`config.mk`:
```
export PLATFORM = sky130hd
export DESIGN_NAME = ariane_lite
export DESIGN_NICKNAME = d
export VERILOG_FILES = /design/src/cvxif_pkg.sv /design/src/copro_pkg.sv /design/src/sync_fifo.sv /design/src/copro_decoder.sv /design/src/copro_alu.sv /design/src/core_issue_unit.sv /design/src/cvxif_example_copro.sv /design/src/ariane_lite.sv
export SDC_FILE = /design/constraint.sdc
export NUM_CORES = 1
export LEC_CHECK = 0
export ABC_AREA = 1
export CAP_MARGIN = 20
export CORE_ASPECT_RATIO = 1.75
export CORE_UTILIZATION = 25
export CTS_CLUSTER_SIZE = 14
export DETAILED_ROUTE_END_ITERATION = 7
export DONT_BUFFER_PORTS = 1
export GPL_ROUTABILITY_DRIVEN = 0
export GPL_TIMING_DRIVEN = 0
export SYNTH_ARGS = -nofsm -noshare
export SYNTH_HDL_FRONTEND = slang
export SYNTH_HIERARCHICAL = 1
export SYNTH_SLANG_ARGS = --single-unit
```
`constraint.sdc`:
```
create_clock -name clk_i -period 8 [get_ports clk_i]
set_clock_uncertainty 0.2 [all_clocks]
set_input_delay 1.6 -clock clk_i [delete_from_list [all_inputs] [get_ports clk_i]]
set_output_delay 1.6 -clock clk_i [all_outputs]
set_load 0.02 [all_outputs]
```
`src/cvxif_pkg.sv`:
```
// Widths and packed structs shared by the core side and the coprocessor.
// Operands travel inside the issue request. There is no register channel.
// Every accepted instruction is treated as committed.
package cvxif_pkg;

  // Operand and result width
  localparam int unsigned XLEN = 32;

  // Instruction tag width. Ids wrap every 16 instructions
  localparam int unsigned IdWidth = 4;

  // Buffering on both sides of the issue channel
  localparam int unsigned InstrFifoDepth  = 4;
  localparam int unsigned ResultFifoDepth = 4;

  typedef logic [IdWidth-1:0] id_t;

  // Instruction word with its operands, as pushed in from outside
  typedef struct packed {
    logic [31:0]     instr;
    logic [XLEN-1:0] rs1;
    logic [XLEN-1:0] rs2;
  } core_instr_t;

  typedef struct packed {
    logic [31:0]     instr;
    logic [XLEN-1:0] rs1;
    logic [XLEN-1:0] rs2;
    id_t             id;
  } x_issue_req_t;

  // Driven combinationally from the request in the same cycle
  typedef struct packed {
    logic accept;
    logic writeback;
  } x_issue_resp_t;

  typedef struct packed {
    id_t             id;
    logic [XLEN-1:0] data;
  } x_result_t;

  // Data is zero when illegal is set
  typedef struct packed {
    id_t             id;
    logic [XLEN-1:0] data;
    logic            illegal;
  } retire_t;

endpackage

```
`src/copro_pkg.sv`:
```
// Encodings understood by the example coprocessor.
// Only the custom-0 major opcode with funct7 zero is decoded.
// funct3 selects the operation, values above OP_ROTL are illegal.
package copro_pkg;

  // custom-0 major opcode
  localparam logic [6:0] CustomOpcode = 7'b000_1011;

  // funct7 must be all zero for an accepted instruction
  localparam logic [6:0] Funct7Zero = 7'b000_0000;

  // Number of operations, also the first illegal funct3 value
  localparam int unsigned NumOps = 5;

  // Encoding equals the funct3 field of the instruction
  typedef enum logic [2:0] {
    OP_ADD  = 3'd0,
    OP_SUB  = 3'd1,
    OP_AND  = 3'd2,
    OP_XOR  = 3'd3,
    OP_ROTL = 3'd4
  } copro_op_e;

  // Micro-op carried through the ALU stages
  typedef struct packed {
    copro_op_e                 op;
    logic [cvxif_pkg::XLEN-1:0] rs1;
    logic [cvxif_pkg::XLEN-1:0] rs2;
    cvxif_pkg::id_t            id;
  } copro_uop_t;

endpackage

```
`src/sync_fifo.sv`:
```
// Single-clock FIFO, the head is shown on data_o while not empty.
// A push while full or a pop while empty is ignored, so callers check the flags.
// Push and pop in the same cycle are both taken when the flags allow them.
`timescale 1ns/1ns

module sync_fifo #(
  parameter int unsigned Depth = 4,
  parameter type payload_t = logic,
  localparam int unsigned PtrWidth = (Depth > 1) ? $clog2(Depth) : 1,
  localparam int unsigned CntWidth = $clog2(Depth + 1)
) (
  input  logic                clk_i,
  input  logic                arst_n_i,
  input  logic                push_i,
  input  payload_t            data_i,
  output logic                full_o,
  input  logic                pop_i,
  output payload_t            data_o,
  output logic                empty_o,
  output logic [CntWidth-1:0] count_o
);

  payload_t            mem_q [Depth];
  logic [PtrWidth-1:0] wr_ptr_q;
  logic [PtrWidth-1:0] rd_ptr_q;
  logic [CntWidth-1:0] count_q;
  logic                do_push;
  logic                do_pop;

  assign full_o  = (count_q == CntWidth'(Depth));
  assign empty_o = (count_q == '0);
  assign count_o = count_q;
  assign data_o  = mem_q[rd_ptr_q];

  assign do_push = push_i && !full_o;
  assign do_pop  = pop_i && !empty_o;

  always_ff @(posedge clk_i or negedge arst_n_i) begin
    if (!arst_n_i) begin
      wr_ptr_q <= '0;
      rd_ptr_q <= '0;
      count_q  <= '0;
    end else begin
      if (do_push) begin
        wr_ptr_q <= (wr_ptr_q == PtrWidth'(Depth - 1)) ? '0 : wr_ptr_q + 1'b1;
      end
      if (do_pop) begin
        rd_ptr_q <= (rd_ptr_q == PtrWidth'(Depth - 1)) ? '0 : rd_ptr_q + 1'b1;
      end
      // Occupancy only moves when exactly one side is active
      if (do_push && !do_pop) begin
        count_q <= count_q + 1'b1;
      end else if (do_pop && !do_push) begin
        count_q <= count_q - 1'b1;
      end
    end
  end

  // Storage
  always_ff @(posedge clk_i) begin
    if (do_push) begin
      mem_q[wr_ptr_q] <= data_i;
    end
  end

endmodule

```
`src/copro_decoder.sv`:
```
// Purely combinational decode of a 32-bit instruction word.
// op_o reads OP_ADD whenever accept_o is low.
`timescale 1ns/1ns

module copro_decoder (
  input  logic                 [31:0] instr_i,
  output logic                        accept_o,
  output copro_pkg::copro_op_e        op_o
);

  import copro_pkg::*;

  logic [6:0] opcode;
  logic [2:0] funct3;
  logic [6:0] funct7;
  logic       funct3_ok;

  // Standard R-type field positions
  assign opcode = instr_i[6:0];
  assign funct3 = instr_i[14:12];
  assign funct7 = instr_i[31:25];

  assign funct3_ok = (32'(funct3) < NumOps);

  assign accept_o = (opcode == CustomOpcode) && (funct7 == Funct7Zero) && funct3_ok;

  always_comb begin
    if (accept_o) begin
      // funct3 doubles as the operation encoding
      op_o = copro_op_e'(funct3);
    end else begin
      op_o = OP_ADD;
    end
  end

endmodule

```
`src/copro_alu.sv`:
```
// Two-stage execution pipeline, one new micro-op per cycle, no stall input.
// The consumer must always take valid_o, the issue credits guarantee room.
// Rotate amount is rs2[4:0].
`timescale 1ns/1ns

module copro_alu (
  input  logic                  clk_i,
  input  logic                  arst_n_i,
  input  logic                  valid_i,
  input  copro_pkg::copro_uop_t uop_i,
  output logic                  valid_o,
  output cvxif_pkg::x_result_t  result_o,
  output logic            [1:0] busy_o
);

  import cvxif_pkg::*;
  import copro_pkg::*;

  logic            s1_valid_q;
  copro_uop_t      s1_uop_q;
  logic            s2_valid_q;
  x_result_t       s2_result_q;
  logic [XLEN-1:0] alu_res;
  logic [2*XLEN-1:0] rot_tmp;

  // Stage 1 captures the micro-op
  always_ff @(posedge clk_i or negedge arst_n_i) begin
    if (!arst_n_i) begin
      s1_valid_q <= 1'b0;
      s2_valid_q <= 1'b0;
    end else begin
      s1_valid_q <= valid_i;
      s2_valid_q <= s1_valid_q;
    end
  end

  always_ff @(posedge clk_i) begin
    if (valid_i) begin
      s1_uop_q <= uop_i;
    end
  end

  // Rotate by shifting a doubled copy and keeping the upper half
  assign rot_tmp = {s1_uop_q.rs1, s1_uop_q.rs1} << s1_uop_q.rs2[4:0];

  always_comb begin
    unique case (s1_uop_q.op)
      OP_ADD:  alu_res = s1_uop_q.rs1 + s1_uop_q.rs2;
      OP_SUB:  alu_res = s1_uop_q.rs1 - s1_uop_q.rs2;
      OP_AND:  alu_res = s1_uop_q.rs1 & s1_uop_q.rs2;
      OP_XOR:  alu_res = s1_uop_q.rs1 ^ s1_uop_q.rs2;
      OP_ROTL: alu_res = rot_tmp[2*XLEN-1:XLEN];
      default: alu_res = '0;
    endcase
  end

  // Stage 2 holds the result with its id
  always_ff @(posedge clk_i) begin
    if (s1_valid_q) begin
      s2_result_q <= '{id: s1_uop_q.id, data: alu_res};
    end
  end

  assign valid_o  = s2_valid_q;
  assign result_o = s2_result_q;
  assign busy_o   = {s2_valid_q, s1_valid_q};

endmodule

```
`src/core_issue_unit.sv`:
```
// Core side of the extension interface. Instructions are issued in arrival order.
// The head id follows the arrival index, since the FIFO never reorders.
// A rejected instruction stalls issue until its illegal retire has left.
// Coprocessor results win the retire port over a pending rejection.
`timescale 1ns/1ns

module core_issue_unit (
  input  logic                    clk_i,
  input  logic                    arst_n_i,
  input  logic                    instr_valid_i,
  output logic                    instr_ready_o,
  input  cvxif_pkg::core_instr_t  instr_i,
  output logic                    issue_valid_o,
  input  logic                    issue_ready_i,
  output cvxif_pkg::x_issue_req_t issue_req_o,
  input  cvxif_pkg::x_issue_resp_t issue_resp_i,
  input  logic                    result_valid_i,
  output logic                    result_ready_o,
  input  cvxif_pkg::x_result_t    result_i,
  output logic                    retire_valid_o,
  input  logic                    retire_ready_i,
  output cvxif_pkg::retire_t      retire_o
);

  import cvxif_pkg::*;

  core_instr_t head;
  logic        fifo_full;
  logic        fifo_empty;
  logic        issue_hs;
  id_t         head_id_q;
  logic        rej_valid_q;
  id_t         rej_id_q;
  logic        rej_drain;

  sync_fifo #(
    .Depth     ( InstrFifoDepth ),
    .payload_t ( core_instr_t   )
  ) i_instr_fifo (
    .clk_i    ( clk_i                          ),
    .arst_n_i ( arst_n_i                       ),
    .push_i   ( instr_valid_i && instr_ready_o ),
    .data_i   ( instr_i                        ),
    .full_o   ( fifo_full                      ),
    .pop_i    ( issue_hs                       ),
    .data_o   ( head                           ),
    .empty_o  ( fifo_empty                     ),
    .count_o  (                                )
  );

  assign instr_ready_o = !fifo_full;

  // Hold issue while a rejection still waits for the retire port
  assign issue_valid_o = !fifo_empty && !rej_valid_q;
  assign issue_hs      = issue_valid_o && issue_ready_i;

  assign issue_req_o = '{
    instr: head.instr,
    rs1:   head.rs1,
    rs2:   head.rs2,
    id:    head_id_q
  };

  // Id of the FIFO head, counts every instruction that left
  always_ff @(posedge clk_i or negedge arst_n_i) begin
    if (!arst_n_i) begin
      head_id_q <= '0;
    end else if (issue_hs) begin
      head_id_q <= head_id_q + 1'b1;
    end
  end

  // Reject register drains only on a cycle without a result
  assign rej_drain = rej_valid_q && !result_valid_i && retire_ready_i;

  always_ff @(posedge clk_i or negedge arst_n_i) begin
    if (!arst_n_i) begin
      rej_valid_q <= 1'b0;
    end else if (issue_hs && !issue_resp_i.accept) begin
      rej_valid_q <= 1'b1;
    end else if (rej_drain) begin
      rej_valid_q <= 1'b0;
    end
  end

  always_ff @(posedge clk_i) begin
    if (issue_hs && !issue_resp_i.accept) begin
      rej_id_q <= head_id_q;
    end
  end

  // Retire arbitration
  assign result_ready_o = retire_ready_i;
  assign retire_valid_o = result_valid_i || rej_valid_q;

  always_comb begin
    if (result_valid_i) begin
      retire_o = '{id: result_i.id, data: result_i.data, illegal: 1'b0};
    end else begin
      retire_o = '{id: rej_id_q, data: '0, illegal: 1'b1};
    end
  end

endmodule

```
`src/cvxif_example_copro.sv`:
```
// Example coprocessor behind the issue and result channels.
// issue_ready counts queued results plus ALU stages against the result FIFO depth,
// so the ALU never has to stall. Rejected issues leave no state behind.
`timescale 1ns/1ns

module cvxif_example_copro (
  input  logic                     clk_i,
  input  logic                     arst_n_i,
  input  logic                     issue_valid_i,
  output logic                     issue_ready_o,
  input  cvxif_pkg::x_issue_req_t  issue_req_i,
  output cvxif_pkg::x_issue_resp_t issue_resp_o,
  output logic                     result_valid_o,
  input  logic                     result_ready_i,
  output cvxif_pkg::x_result_t     result_o
);

  import cvxif_pkg::*;
  import copro_pkg::*;

  localparam int unsigned CntWidth = $clog2(ResultFifoDepth + 1);

  logic                dec_accept;
  copro_op_e           dec_op;
  copro_uop_t          uop;
  logic                alu_valid;
  x_result_t           alu_result;
  logic [1:0]          alu_busy;
  logic                res_empty;
  logic [CntWidth-1:0] res_count;
  logic [CntWidth:0]   credits_used;

  copro_decoder i_decoder (
    .instr_i  ( issue_req_i.instr ),
    .accept_o ( dec_accept        ),
    .op_o     ( dec_op            )
  );

  assign issue_resp_o = '{accept: dec_accept, writeback: dec_accept};

  // Entries already promised to the result FIFO
  assign credits_used  = (CntWidth + 1)'(res_count) + alu_busy[0] + alu_busy[1];
  assign issue_ready_o = (credits_used < (CntWidth + 1)'(ResultFifoDepth));

  assign uop = '{
    op:  dec_op,
    rs1: issue_req_i.rs1,
    rs2: issue_req_i.rs2,
    id:  issue_req_i.id
  };

  copro_alu i_alu (
    .clk_i    ( clk_i                                        ),
    .arst_n_i ( arst_n_i                                     ),
    .valid_i  ( issue_valid_i && issue_ready_o && dec_accept ),
    .uop_i    ( uop                                          ),
    .valid_o  ( alu_valid                                    ),
    .result_o ( alu_result                                   ),
    .busy_o   ( alu_busy                                     )
  );

  sync_fifo #(
    .Depth     ( ResultFifoDepth ),
    .payload_t ( x_result_t      )
  ) i_result_fifo (
    .clk_i    ( clk_i          ),
    .arst_n_i ( arst_n_i       ),
    .push_i   ( alu_valid      ),
    .data_i   ( alu_result     ),
    .full_o   (                ),
    .pop_i    ( result_ready_i ),
    .data_o   ( result_o       ),
    .empty_o  ( res_empty      ),
    .count_o  ( res_count      )
  );

  assign result_valid_o = !res_empty;

endmodule

```
`src/ariane_lite.sv`:
```
// Subsystem top, core-side issue unit paired with the example coprocessor.
// The coprocessor is always present.
`timescale 1ns/1ns

module ariane_lite (
  input  logic                   clk_i,
  input  logic                   arst_n_i,
  input  logic                   instr_valid_i,
  output logic                   instr_ready_o,
  input  cvxif_pkg::core_instr_t instr_i,
  output logic                   retire_valid_o,
  input  logic                   retire_ready_i,
  output cvxif_pkg::retire_t     retire_o
);

  import cvxif_pkg::*;

  logic          issue_valid;
  logic          issue_ready;
  x_issue_req_t  issue_req;
  x_issue_resp_t issue_resp;
  logic          result_valid;
  logic          result_ready;
  x_result_t     result;

  core_issue_unit i_issue_unit (
    .clk_i          ( clk_i          ),
    .arst_n_i       ( arst_n_i       ),
    .instr_valid_i  ( instr_valid_i  ),
    .instr_ready_o  ( instr_ready_o  ),
    .instr_i        ( instr_i        ),
    .issue_valid_o  ( issue_valid    ),
    .issue_ready_i  ( issue_ready    ),
    .issue_req_o    ( issue_req      ),
    .issue_resp_i   ( issue_resp     ),
    .result_valid_i ( result_valid   ),
    .result_ready_o ( result_ready   ),
    .result_i       ( result         ),
    .retire_valid_o ( retire_valid_o ),
    .retire_ready_i ( retire_ready_i ),
    .retire_o       ( retire_o       )
  );

  cvxif_example_copro i_copro (
    .clk_i          ( clk_i        ),
    .arst_n_i       ( arst_n_i     ),
    .issue_valid_i  ( issue_valid  ),
    .issue_ready_o  ( issue_ready  ),
    .issue_req_i    ( issue_req    ),
    .issue_resp_o   ( issue_resp   ),
    .result_valid_o ( result_valid ),
    .result_ready_i ( result_ready ),
    .result_o       ( result       )
  );

endmodule

```
# Word-level counts from Yosys, hierarchy flattened
# Memories as Yosys holds them, arrays and structs flattened.
# Index checks and enable logic that the tools add are counted.
# totals
output_inout_bits	39
n_memories	2
mem_bits_rw	528
elab_cells	99
reg_bits	132
in_bits	100
# op_classes
addsub	13
n_reduce_logical	35
mux	16
magnitude_cmp	2
shift	1
n_eq_ne	11
bitwise_logic	2
# memory_table
memory	depth	word_bits	rd	rd_ports_with_merged_regs	wr	line_no	source
i_issue_unit.i_instr_fifo.mem_q	4	96	1	0	1	sync_fifo.sv:23	payload_t mem_q [Depth];
i_copro.i_result_fifo.mem_q	4	36	1	0	1	sync_fifo.sv:23	
# op_table
operator	count
$pmux W32 S5	1
$shl A64 B5 Y64	1
$mux W37	1
$add A32 B32 Y32	1
$and A32 B32 Y32	1
$sub A32 B32 Y32	1
$xor A32 B32 Y32	1
$logic_and A1 B1 Y1	17
$mux W3	4
$logic_not A1 Y1	10
$eq A3 B3 Y1 const B	3
$logic_not A3 Y1	3
$add A2 B1 Y2 const B	4
$eq A2 B2 Y1 const B	4
$mux W2	4
$eq A7 B4 Y1 const B	1
$logic_not A7 Y1	1
$add A3 B1 Y3 const B	2
$eq A3 B2 Y1 const B	2
$mux W1	6
$reduce_bool A2 Y1	3
$sub A3 B1 Y3 const B	2
$add A3 B1 Y4	1
$add A4 B1 Y4	1
other kinds (5)	5

# Longest topological paths before layout
# depth
ltp_word	8
depth_mapped	25
depth_no_buf	23

# By module
# Netlist, hierarchy kept.
# by_module_without_submodules
module	instances	seq_area_each_um2	cells_each	area_per_inst_um2
sync_fifo (i_issue_unit.i_instr_fifo)	1	11706.2	1181	15778.9
copro_alu	1	3263.1	1394	9755.6
sync_fifo (i_copro.i_result_fifo)	1	4499.3	480	6202.2
core_issue_unit	1	245.2	118	740.7
copro_decoder	1	0.0	22	101.3
cvxif_example_copro	1	0.0	13	70.1

# Least setup slack after synthesis
# Ideal clock, no wire load.
# synth_timing
path_kind	input to register
start	in instr_valid_i
end	mem i_issue_unit/i_instr_fifo/mem_q[0][0] (netlist bit), enable pin
path_buffers	0
arrival_time_ns	5.935
t_required_ns	7.248
stages	4
setup_time_ns	0.552
setup_slack_ns	1.313
path_cell_list	inv_1 -> nor2_1 -> nand2_1 -> nor2_1
# synth_via
elab_chain_cells	4
# synth_rtl
element	line_no	source
start: declaration	ariane_lite.sv:8	input logic instr_valid_i,
$logic_and A1 B1 Y1	core_issue_unit.sv:42	.push_i ( instr_valid_i && instr_ready_o ),
$logic_and A1 B1 Y1	sync_fifo.sv:35	assign do_push = push_i && !full_o;
$mux W1	sync_fifo.sv:61	if (do_push) begin
$mux W1 (implied by the code)	sync_fifo.sv:62	mem_q[wr_ptr_q] <= data_i;
end: declaration	sync_fifo.sv:23	
# No other way between the ends.

# Final worst setup path
# layout_timing
start	reg i_copro/i_alu/s1_uop_q[5] (netlist bit)
end	reg i_copro.i_alu.s2_result_q, in the netlist i_copro/i_alu/result_o[26] (data pin)
# layout_via
elab_chain_cells	2
elab_cells_between_ends	4
cone_classes	2 x add/sub; 1 x shift; 1 x mux
# layout_rtl
element	line_no	source
start: declaration	copro_alu.sv:20	copro_uop_t s1_uop_q;
start signal: assignment	copro_alu.sv:39	s1_uop_q <= uop_i;
$sub A32 B32 Y32 (tied with other cells)	copro_alu.sv:49	OP_SUB: alu_res = s1_uop_q.rs1 - s1_uop_q.rs2;
$pmux W32 S5 (*)	copro_alu.sv:47	unique case (s1_uop_q.op)
net i_copro.i_alu.alu_res[26]	copro_alu.sv:23	logic [XLEN-1:0] alu_res;
end signal: assignment	copro_alu.sv:60	s2_result_q <= '{id: s1_uop_q.id, data: alu_res};
end: declaration	copro_alu.sv:22	x_result_t s2_result_q;
# The timed path passes the listed nets; every way through them passes the cells marked *.
# A chain may end at the register's enable or synchronous reset.

==> out/results.ini <==
[global_route]
gr-total-overflow = 0
grt_pass1_wl_um = 134000
grt_pass1_vias = 21400
grt_max_degree = 39
antenna_found_initial = 0
grt_usage_pct = 14.6

[clock_tree]
cts_buffers = 52
cts.sinks = 600
clockBufferDepth = 3
post_cts_buffers = 0
root_buffer = clkbuf_16
cts.htree.levels = 2
cts_tree = done
ctsResizeCount = 0
postCtsHoldBufs = 0
insertion_delay_ns = 0.63
clk_pin_slew_ns = 0.07

[pwr]
seqPwrFrac_pct = 43.0
p_int_mw = 6.16
power_frac_clock_pct = 25.7
pwr-share-comb_pct = 31.3
p_leak_nw = 13.9
p_sw_mw = 3.20
vdd_ir_drop_max_uv = 151
powerDensity_mw_per_mm2 = 272
finalPower_mw = 9.36
swShare_pct = 34.2

[status]
status = complete, no violations

[detailed_routing]
wirelength_um = 90300
drt_first_pass_iters = 6
wl_per_cell_um = 19.0
dr_wl_met2_um = 46600
met1_length_um = 32400
via_count = 21600
top_layer_used = met4
wl_met3_um = 5320
initialDrtViolationCount = 1530
drc_errors = 0
drt-vias-per-instance = 4.54
ant_nets = 0

[logic_synthesis]
syn_avg_cell_area_um2 = 9.97
syn_area_mm2 = 0.0303
syn-num-nets = 3222
yosys_warnings = 6
synthCells = 3041

[timing]
slew_violations = 0
period_minus_slack_ns = 4.31
rsz0062_at_grt = no
relSlewSlack_pct = 43.7
hold_viol_final = 0
fin_crit_sh_pct = 53.8
max_freq_mhz = 232
finalSetupViolations = 0
whs_ns = 0.209
tightest_slew_ns = 0.845

[floorplanning]
dieArea_mm2 = 0.123
core_mm2 = 0.120
rows = 168
fp.dieW_um = 265
io_pins = 139
start_util_pct = 25.3
die_h_um = 463

[setup_path]
worst_ep_arrival_time_ns = 4.48
path_common_cell = nand2_1
cpPeakStageDelay_ns = 0.45
worst_path_max_delay_cell = edfxtp_1
cp_max_fo = 10
cp_cell_sequence = buf_2 -> clkinv_4 -> buf_2 -> ha_1 -> nand3_4 -> nor2_4 -> nand3_4 -> nor2_4 -> nand2_2 -> nand2_2 -> nand2_1 -> xnor2_1 -> ha_1 -> nand2_1 -> nor2_1 -> nand2_1 -> nand3b_1 -> nand2_1 -> nand2_1 -> nand3_1 -> nand2_1
required_ns = 8.18
endpoint_kind = flop
rrSetupSlack_ns = 3.69
reg2regPathDepth = 21
startpoint_type = flop
path_class = reg2reg

[layout]
drive_above_1_share_pct = 8.30
area_delta_synth_final_pct = 13.4
num_antenna_cells = 0
nNetsFinal = 3295

[job]
drv_cap = 0

[min_path]
hp-class = reg2reg
whs_path_depth = 0

[placed_design]
dp_hpwl_um = 68500
port_buffers = 0

## final timing paths
path,to,start
max,i_copro/i_alu/result_o[26],i_copro/i_alu/s1_uop_q[5]
min,i_copro/i_alu/result_o[34],i_copro/i_alu/s1_uop_q[2]
max reg2reg,i_copro/i_alu/result_o[26],i_copro/i_alu/s1_uop_q[5]
min reg2reg,i_copro/i_alu/result_o[34],i_copro/i_alu/s1_uop_q[2]
max in group asynchronous,i_copro/i_alu/s1_valid_q,arst_n_i
min in group asynchronous,i_issue_unit/i_instr_fifo/wr_ptr_q[0],arst_n_i
## worst max-delay path: cells and delay by family (launching register included)
kind                       cells  cell delay [ns]
xor gates and xnor gates       1             0.13
adders and majority gates      2             0.70
buffers and inverters          3             0.68
and+or+nand+nor               15             1.89
DFF                            1             0.45
## sequential cells by signal, summed over array words and instances (netlist names)
register / count
i_copro/i_alu/s1_valid_q: 1
i_issue_unit/i_instr_fifo/rd_ptr_q: 2
i_issue_unit/rej_valid_q: 1
i_issue_unit/i_instr_fifo/mem_q: 324
i_issue_unit/rej_id_q: 4
i_issue_unit/head_id_q: 4
i_copro/i_result_fifo/count_o: 3
i_issue_unit/i_instr_fifo/wr_ptr_q: 2
i_copro/i_alu/result_o: 36
i_issue_unit/i_instr_fifo/count_o: 3
i_copro/i_alu/valid_o: 1
i_copro/i_result_fifo/mem_q: 144
i_copro/i_result_fifo/wr_ptr_q: 2
i_copro/i_result_fifo/rd_ptr_q: 2
i_copro/i_alu/s1_uop_q: 71
## per-stage QoR
step                      worst slack, ns  utilization (%)  TNS, ns  std cells  area, um^2
after floorplan                      1.96                -        0       3041       30300
after detailed placement             3.84             27.3        0       4674       32800
after CTS                            3.83             28.6        0       4760       34400
final                                3.69             28.7        0       4761       34400
after global routing                 3.44             28.7        0       4761       34400
after global placement              -1.30             27.0  -375.04       4656       32300
## layout make-up
cell class | instances | area, um^2
Clock buffer | 73 | 1450
Tap cell | 1615 | 2020
Clock inverter | 13 | 134
Buffer | 144 | 1080
Inverter | 466 | 1770
Sequential cell | 600 | 17900
Timing Repair Buffer | 19 | 390
Fill cell | 12400 | 85600
Multi-Input combinational cell | 1831 | 9640
## per-layer routing
| layer | track usage, % | vias to the layer above |
|---|---|---|
| met5 | 0 | - |
| met4 | 9.02 | 0 |
| met3 | 3.07 | 230 |
| met2 | 26.6 | 713 |
| met1 | 15.0 | 10200 |
| li1 | - | 10400 |
## power groups by stage
stage | Sequential (mW) | Combinational, mW | Clock, mW
floorplan | 4.11 | 1.99 | 0
global placement | 4.17 | 2.88 | 0
detailed placement | 4.09 | 3.02 | 0
CTS | 4.03 | 3.02 | 2.46
global route | 4.06 | 3.24 | 2.56
finish | 4.03 | 2.93 | 2.40
## layout by cell type (no fill, tap or decap), types with 5 or more instances in the layout
cell         n
nand4_1     25
nor2_1      91
clkbuf_1    36
nand3_2      6
buf_1        8
clkinv_2     5
a22oi_1     17
edfxtp_1   579
nand2_2      8
nor2_4      16
o21ai_0     18
ha_1        78
nand3b_1     5
clkbuf_16   53
inv_1      457
xor2_1      24
nand3_1    332
nor3_1      10
buf_12      15
o211ai_1   235
xnor2_1      9
buf_6       48
clkbuf_8     5
buf_4       26
nand2_1    879
a22o_1       7
or2_2        6
a21oi_1     38
buf_2       38
dfrtp_1     20
Power figures use the tool's default switching activity.
